### config.mk
export PLATFORM = sky130hd
export DESIGN_NAME = alu_lane_flat
export DESIGN_NICKNAME = d
export VERILOG_FILES = /design/src/design/exec_config_pkg.sv /design/src/design/exec_types_pkg.sv /design/src/design/lane_if.sv /design/src/design/alu_lane.sv /design/src/flat_wrapper.sv
export SDC_FILE = /design/constraint.sdc
export NUM_CORES = 2
export LEC_CHECK = 0
export BUFFER_PORTS_ARGS = -buffer_cell sky130_fd_sc_hd__buf_4
export CAP_MARGIN = 30
export CELL_PAD_IN_SITES_DETAIL_PLACEMENT = 1
export CELL_PAD_IN_SITES_GLOBAL_PLACEMENT = 1
export CORE_ASPECT_RATIO = 0.75
export CORE_UTILIZATION = 50
export CTS_CLUSTER_SIZE = 30
export DETAILED_ROUTE_END_ITERATION = 6
export HOLD_SLACK_MARGIN = 0.08
export PLACE_DENSITY = 0.82
export RECOVER_POWER = 50
export SETUP_SLACK_MARGIN = 0.5
export SYNTH_ARGS = -nofsm -noshare
export SYNTH_HDL_FRONTEND = slang
export SYNTH_SLANG_ARGS = --single-unit
### constraint.sdc
create_clock -name clk -period 15.2 [get_ports clk]
set_input_delay 0.76 -clock clk [delete_from_list [all_inputs] [get_ports clk]]
set_output_delay 0.76 -clock clk [all_outputs]
set_load 0.005 [all_outputs]
### src/design/exec_config_pkg.sv
package exec_config_pkg;

    // Input slots, execution lanes and retire slots per cycle
    localparam int issue_width = 2;

    // Instruction queue entries
    localparam int iq_depth = 8;

    // Reorder buffer entries, one per tag
    localparam int rob_depth = 8;

    // Cycles a multiply holds its lane
    localparam int mul_cycles = 3;

    // Tag width follows ROB depth
    localparam int tag_bits = $clog2(rob_depth);

    // Multiplier bits folded in per iteration
    localparam int mul_chunk_bits = (32 + mul_cycles - 1) / mul_cycles;

endpackage

### src/design/exec_types_pkg.sv
package exec_types_pkg;

    import exec_config_pkg::*;

    // Integer operations handled by a lane
    // Shifts take the low 5 bits of b, MUL keeps the low word
    typedef enum logic [2:0] {
        ADD,
        SUB,
        AND,
        OR,
        XOR,
        SLL,
        SRL,
        MUL
    } exec_op_e;

    // Lane FSM
    typedef enum logic {
        IDLE,
        MUL_BUSY
    } lane_state_e;

    // Operand and result word
    typedef logic [31:0] word_t;

    // ROB index handed out in program order
    typedef logic [tag_bits-1:0] rob_tag_t;

    // Retire order number, wraps at 256
    typedef logic [7:0] seq_t;

    // Counts of slots, queue entries and ROB entries
    typedef logic [$clog2(issue_width+1)-1:0] slot_count_t;
    typedef logic [$clog2(iq_depth+1)-1:0]    iq_count_t;
    typedef logic [$clog2(iq_depth)-1:0]      iq_ptr_t;
    typedef logic [$clog2(rob_depth+1)-1:0]   rob_count_t;

    // Multiply iteration index
    typedef logic [$clog2(mul_cycles)-1:0] mul_count_t;

endpackage

### src/design/lane_if.sv
interface lane_if
    import exec_types_pkg::*;
();

    // Issue side, one-cycle strobe while busy is low
    logic     issue_valid;
    exec_op_e issue_op;
    word_t    issue_a;
    word_t    issue_b;
    rob_tag_t issue_tag;

    // High while a multiply occupies the lane
    logic     busy;

    // Completion side, one-cycle strobe
    logic     done;
    rob_tag_t done_tag;
    word_t    done_data;

    modport issuer (
        output issue_valid, issue_op, issue_a, issue_b, issue_tag,
        input  busy
    );

    modport lane (
        input  issue_valid, issue_op, issue_a, issue_b, issue_tag,
        output busy, done, done_tag, done_data
    );

    modport retirer (
        input done, done_tag, done_data
    );

endinterface

### src/design/alu_lane.sv
module alu_lane
    import exec_config_pkg::*;
    import exec_types_pkg::*;
(
    input logic  clk,
    input logic  rst,
    lane_if.lane port
);

    lane_state_e state;
    mul_count_t  mul_count;
    logic        done_q;

    // Operands held for the ALU and the multiply loop
    exec_op_e op_q;
    word_t    a_q;
    word_t    b_q;
    rob_tag_t tag_q;
    word_t    acc_q;

    logic  take;
    word_t alu_res;

    // One multiplier chunk, shifted into place
    function automatic word_t partial_product(word_t a, word_t b, mul_count_t idx);
        word_t shift;
        word_t chunk;
        shift = word_t'(idx) * word_t'(mul_chunk_bits);
        chunk = (b >> shift) & word_t'((1 << mul_chunk_bits) - 1);
        return (a * chunk) << shift;
    endfunction

    // New operation only from IDLE
    assign take = (state == IDLE) && port.issue_valid;

    // Single-cycle ops from the held operands
    always_comb begin
        case (op_q)
            ADD:     alu_res = a_q + b_q;
            SUB:     alu_res = a_q - b_q;
            AND:     alu_res = a_q & b_q;
            OR:      alu_res = a_q | b_q;
            XOR:     alu_res = a_q ^ b_q;
            SLL:     alu_res = a_q << b_q[4:0];
            SRL:     alu_res = a_q >> b_q[4:0];
            default: alu_res = acc_q;
        endcase
    end

    assign port.busy      = (state == MUL_BUSY);
    assign port.done      = done_q;
    assign port.done_tag  = tag_q;
    assign port.done_data = alu_res;

    // Lane FSM
    always_ff @(posedge clk) begin
        if (rst) begin
            state     <= IDLE;
            mul_count <= '0;
            done_q    <= 1'b0;
        end else begin
            done_q <= 1'b0;
            case (state)
                IDLE: begin
                    if (take) begin
                        if (port.issue_op == MUL) begin
                            // Chunk 0 folds in on the issue edge
                            state     <= MUL_BUSY;
                            mul_count <= mul_count_t'(1);
                        end else begin
                            done_q <= 1'b1;
                        end
                    end
                end
                MUL_BUSY: begin
                    mul_count <= mul_count + mul_count_t'(1);
                    // Last chunk, product complete next cycle
                    if (mul_count == mul_count_t'(mul_cycles - 1)) begin
                        state  <= IDLE;
                        done_q <= 1'b1;
                    end
                end
                default: state <= IDLE;
            endcase
        end
    end

    // Operand capture and shift-add accumulation
    always_ff @(posedge clk) begin
        if (take) begin
            op_q  <= port.issue_op;
            a_q   <= port.issue_a;
            b_q   <= port.issue_b;
            tag_q <= port.issue_tag;
            acc_q <= partial_product(port.issue_a, port.issue_b, '0);
        end else if (state == MUL_BUSY) begin
            acc_q <= acc_q + partial_product(a_q, b_q, mul_count);
        end
    end

endmodule

### src/flat_wrapper.sv
// flat-port wrapper written by rule: the top's interface ports become plain ports
module alu_lane_flat import exec_config_pkg::*; import exec_types_pkg::*;
  (clk, rst, port_issue_valid, port_issue_op, port_issue_a, port_issue_b, port_issue_tag, port_busy, port_done, port_done_tag, port_done_data);
  lane_if port_i ();
  input logic clk;
  input logic rst;
  input wire logic [$bits(port_i.issue_valid)-1:0] port_issue_valid;
  input wire logic [$bits(port_i.issue_op)-1:0] port_issue_op;
  input wire logic [$bits(port_i.issue_a)-1:0] port_issue_a;
  input wire logic [$bits(port_i.issue_b)-1:0] port_issue_b;
  input wire logic [$bits(port_i.issue_tag)-1:0] port_issue_tag;
  output wire logic [$bits(port_i.busy)-1:0] port_busy;
  output wire logic [$bits(port_i.done)-1:0] port_done;
  output wire logic [$bits(port_i.done_tag)-1:0] port_done_tag;
  output wire logic [$bits(port_i.done_data)-1:0] port_done_data;
  assign port_i.issue_valid = port_issue_valid;
  assign port_i.issue_op = port_issue_op;
  assign port_i.issue_a = port_issue_a;
  assign port_i.issue_b = port_issue_b;
  assign port_i.issue_tag = port_issue_tag;
  assign port_busy = port_i.busy;
  assign port_done = port_i.done;
  assign port_done_tag = port_i.done_tag;
  assign port_done_data = port_i.done_data;
  alu_lane u_core (.clk(clk), .rst(rst), .port(port_i));
endmodule
Word-level counts from Yosys, hierarchy flattened

Cells that the tools add are included.
Widths: inputs -> output; s select.

Word-level logic and storage cells: 51
Bits of input ports: 73
Register bits after elaboration: 106

Reduce and logical (&&, ||, !) cells: 4
Shifts and indexed selects: 4
Equality and inequality tests: 10
Mux-type cells: 14
Bitwise operators: 4
Add/subtract/negate cells: 4
$mul: 3

Operator list:

| kind                | number |
|---|---|
| $pmux 32 s7         | 1 |
| $add 32x32->32      | 2 |
| $mul 32x11->32      | 2 |
| $mux 32             | 2 |
| $and 32x32->32      | 1 |
| $or 32x32->32       | 1 |
| $shl 32x5->32       | 1 |
| $shl 32x6->32       | 1 |
| $shr 32x5->32       | 1 |
| $shr 32x6->11       | 1 |
| $sub 32x32->32      | 1 |
| $xor 32x32->32      | 1 |
| $eq 3x3->1 const B  | 4 |
| $eq 3x2->1 const B  | 2 |
| $mul 2x4->6 const B | 1 |
| $mux 1              | 6 |
| $mux 2              | 2 |
| $pmux 1 s2          | 2 |
| $pmux 2 s2          | 1 |
| $eq 3x1->1 const B  | 1 |
| $logic_not 3->1     | 1 |
| $add 2x1->2 const B | 1 |
| $eq 2x2->1 const B  | 1 |
| $ne 2x1->1 const B  | 1 |
| other kinds (5)     | 5 |

Logic depth before layout (Yosys ltp)

Depth after elaboration: 7
Mapped depth: 40
Depth with buffers taken out: 38

Worst setup path before layout

OpenSTA, ideal clock, no wires.

Path kind: register -> register
From: register u_core.mul_count[0]
To: register u_core.acc_q[31] (data pin)
Stages on the path, launching flop included: 40
Setup time: 170 ps
Clock period less this slack: 8512 ps
Path slack: 6688 ps
Data required time: 15030 ps
Arrival time: 8342 ps
Path through: dfxtp_1 buf_2 buf_4 nand3b_1 o21ai_1 clkbuf_1 buf_1 nand2_1 fa_1 fa_1 inv_1 fa_1 fa_1 inv_1 fa_1 inv_1 ha_1 and3_1 [... 4 more ...] xnor2_1 mux2i_1 mux2_2 nor2_1 a211oi_1 nor3_1 ha_1 and3_1 nand3_1 nor2_1 a21oi_1 o21ai_1 a41o_1 mux2_1 o21ai_0 nor3_1 mux2_1 nor4_2

Word-level cells in the longest chain between the ends: 7

RTL lines:

| what                     | line           | RTL |
|---|---|---|
| start: declaration       | alu_lane.sv:11 | `mul_count_t mul_count;` |
| start signal: assignment | alu_lane.sv:69 | `mul_count <= mul_count_t'(1);` |
| start signal: assignment | alu_lane.sv:76 | `mul_count <= mul_count + mul_count_t'(1);` |
| $mul 2x4->6 (*)          | alu_lane.sv:28 | `shift = word_t'(idx) * word_t'(mul_chunk_bits);` |
| $shr 32x6->11            | alu_lane.sv:29 | `chunk = (b >> shift) & word_t'((1 << mul_chunk_bits) - 1);` |
| $mul 32x11->32           | alu_lane.sv:30 | `return (a * chunk) << shift;` |
| $shl 32x6->32 (*)        | alu_lane.sv:30 |  |
| $add 32x32->32 (*)       | alu_lane.sv:97 | `acc_q <= acc_q + partial_product(a_q, b_q, mul_count);` |
| $mux 32 (*)              | alu_lane.sv:96 | `end else if (state == MUL_BUSY) begin` |
| $mux 32 (*)              | alu_lane.sv:90 | `if (take) begin` |
| end signal: assignment   | alu_lane.sv:95 | `acc_q <= partial_product(port.issue_a, port.issue_b, '0);` |
| end signal: assignment   | alu_lane.sv:97 |  |
| end: declaration         | alu_lane.sv:19 | `word_t acc_q;` |

Mark *: on every way between the ends. The rest lies on a longest branch, timed or not. The select of a mux whose other input is x is not followed.
A chain may end at the register's enable or synchronous reset.

Final worst setup path

Ends and elaborated chain as after synthesis.

==> impl_metrics.yaml <==
yosys:
  ys_ff_latch: 106
  synth_edf_count: 102
  syn_nets: 4369
  synthFlopType: "edfxtp_1"
  ys_async_sr_fraction_pct: 0
  netlist.top_cell.by_area: "fa_1"
  ys_top_cells_by_area: "fa_1 (29%), edfxtp_1 (10%), ha_1 (9.5%), nand2_1 (6.8%), inv_1 (5.1%)"
  netlist_area_um2: 30400
  yosysWarnings: 0
  yosys-top-cells-count: "nand2_1 (552), fa_1 (440), inv_1 (415)"
  yosysUniqueCellTypes: 93
  synth_top_area_share_pct: 28.9
  syn_area_per_cell_um2: 8.39
  synth-seq-area-share_pct: 10.3
  synth.most_common_cell: "nand2_1"
  synthCells: 3626
timing:
  final-setup-viol-count: 0
  final-hold-violation-count: 0
  finClkSkew_ns: 0.0154
  period_share_pct: 79.1
  slew_headroom_pct: -128
  rsz0062_at_grt: "false"
  slew_violations: 456
  worst_slew_pin_slew_ns: 3.42
  finalSetupTns_ns: 0
  finalCriticalPeriod_ns: 12.02
  fmax_ghz: 0.0832
  setup_ws_ns: 3.18
detailed_routing:
  wl_per_cell_um: 29.5
  wl_um: 130000
  drt_iter0_markers: 3230
  via_per_inst: 6.52
  num_vias: 28716
  firstDrtPassIters: 7
  ant_nets: 0
  drc_errors: 0
run_status:
  violations: "capacitance limit, slew limit"
  outcome: "finished with violations"
grt:
  grt_max_degree: 63
  grt_pass1_wl_um: 196000
  gr-total-overflow: 0
  grt_usage_pct: 42.3
  antenna_found_initial: 4
  grt_pass1_vias: 30672
critical_path:
  path_class: "flip-flop to flip-flop"
  worstSetupStartpointType: "flip-flop"
  crit_path_end_kind: "flip-flop"
  reg2reg_slack_ns: 3.18
  worstPathRequired_ns: 15.43
  path_max_fanout: 59
  crit_top_cell: "fa_1"
  cpMaxStageDelayCell: "clkbuf_1"
  max_stage_delay_ns: 2.36
  arrival_ns: 12.24
place:
  portBuffers: 109
  pre_cts_slack_ns: 5.20
  place_hpwl_um: 102000
  dp_cells: 4380
  gp_congestion: 1.08
hold_path:
  hp-class: "primary input to flip-flop"
finish:
  syn2layout_area_growth_pct: 5.30
  fin_cells: 4401
  multi_input_area_um2: 24900
  final_nets: 4345
  drive_gt1_share_pct: 6.07
  n_fill_cell: 7120
  post-route-util_pct: 53.8
  regArea_um2: 3150
clock_network:
  numCtsBuffers: 9
  cts_max_level: 3
  cts_resized: 0
  cts_root_buf: "clkbuf_16"
  clk_latency_ns: 0.41
  post_cts_buffers: 0
  cts.clk_slew.worst_paths_ns: 0.09
  cts_hold_buf: 0
  cts_tree: "built"
  clockBufferDepth: 2
  cts_sinks: 106
die:
  die_w_um: 287
  ios: 110
  row_count: 77
  die_height_um: 216
  coreArea_um2: 59500
  start_util_pct: 51.1
  die_area_um2: 61900
run:
  cap_violations: 14
-- worst max-delay path: cells and delay by family, from the launching register on --
| family | cells | cell delay, ns |
|---|---|---|
| muxes | 4 | 1.20 |
| adders and majority gates | 7 | 3.21 |
| xor gates and xnor gates | 1 | 0.32 |
| buffers and inverters | 4 | 2.53 |
| AOI/OAI and AO/OA | 7 | 2.06 |
| and+or+nand+nor | 12 | 2.07 |
| DFF | 1 | 0.32 |
-- final timing paths --
check / start / end / cells after the start
worst min-delay path: port_issue_b[30] / u_core.b_q[30]$_DFFE_PP_ / 1
worst max register to register: u_core.mul_count[0]$_SDFFE_PP0P_ / u_core.acc_q[31]$_DFFE_PP_ / 35
worst min register to register: u_core.port.busy$_SDFF_PP0_ / u_core.port.done$_SDFF_PP0_ / 2
worst max-delay path: u_core.mul_count[0]$_SDFFE_PP0P_ / u_core.acc_q[31]$_DFFE_PP_ / 35
-- metrics by stage --
stage | hold slack, ns | area, um^2
after detailed placement | 0.678 | 31900
after floorplan | 0.537 | 30400
final | 0.547 | 32100
after global routing | 0.545 | 32000
after CTS | 0.516 | 32200
after global placement | 0.664 | 31900
-- final cells by class --
class,instances,share of cell area [%]
multi-input combinational,2881,77.6
tap,790,3.08
sequential,106,9.81
clock buffer,9,0.703
inverter,421,4.93
clock inverter,7,0.164
timing repair buffer,183,3.69
antenna,4,0.0312
-- placed cells by master (no fill, tap or decap), drive strengths merged, types with 40 or more instances in the layout --
cell type / instances
a21o: 48
a21oi: 211
a31oi: 45
and2: 204
buf: 107
clkbuf: 85
edfxtp: 102
fa: 440
ha: 230
inv: 421
mux2i: 109
nand2: 553
nor2: 219
nor3: 50
o21ai: 175
xnor2: 107
xor2: 40
-- logic make-up after synthesis --
kind of cell / count (synthesis) / share of synthesized area [%]
xor+xnor: 150 / 4.51
compound gates: 737 / 15.5
fa+ha+maj: 670 / 38.4
flops: 106 / 10.3
simple gates: 1185 / 17.9
buf+inv: 639 / 8.09
mux: 139 / 5.36
-- layer usage --
layer	wire length, um	track usage (%)	vias up
li1	-	-	12020
met1	54100	59.3	14711
met2	54900	62.2	1704
met4	4660	13.4	6
met5	33	0	-
met3	16300	13.0	275
-- registers in the layout, summed over array words and instances, names as in the netlist --
register	cells
u_core.port.done	1
u_core.b_q	32
u_core.a_q	32
u_core.op_q	3
u_core.port.busy	1
u_core.mul_count	2
u_core.acc_q	32
u_core.port.done_tag	3
Power is left out: the tool's default activity adds up to more than one toggle a clock period on the data nets, which glitch-free logic cannot reach.
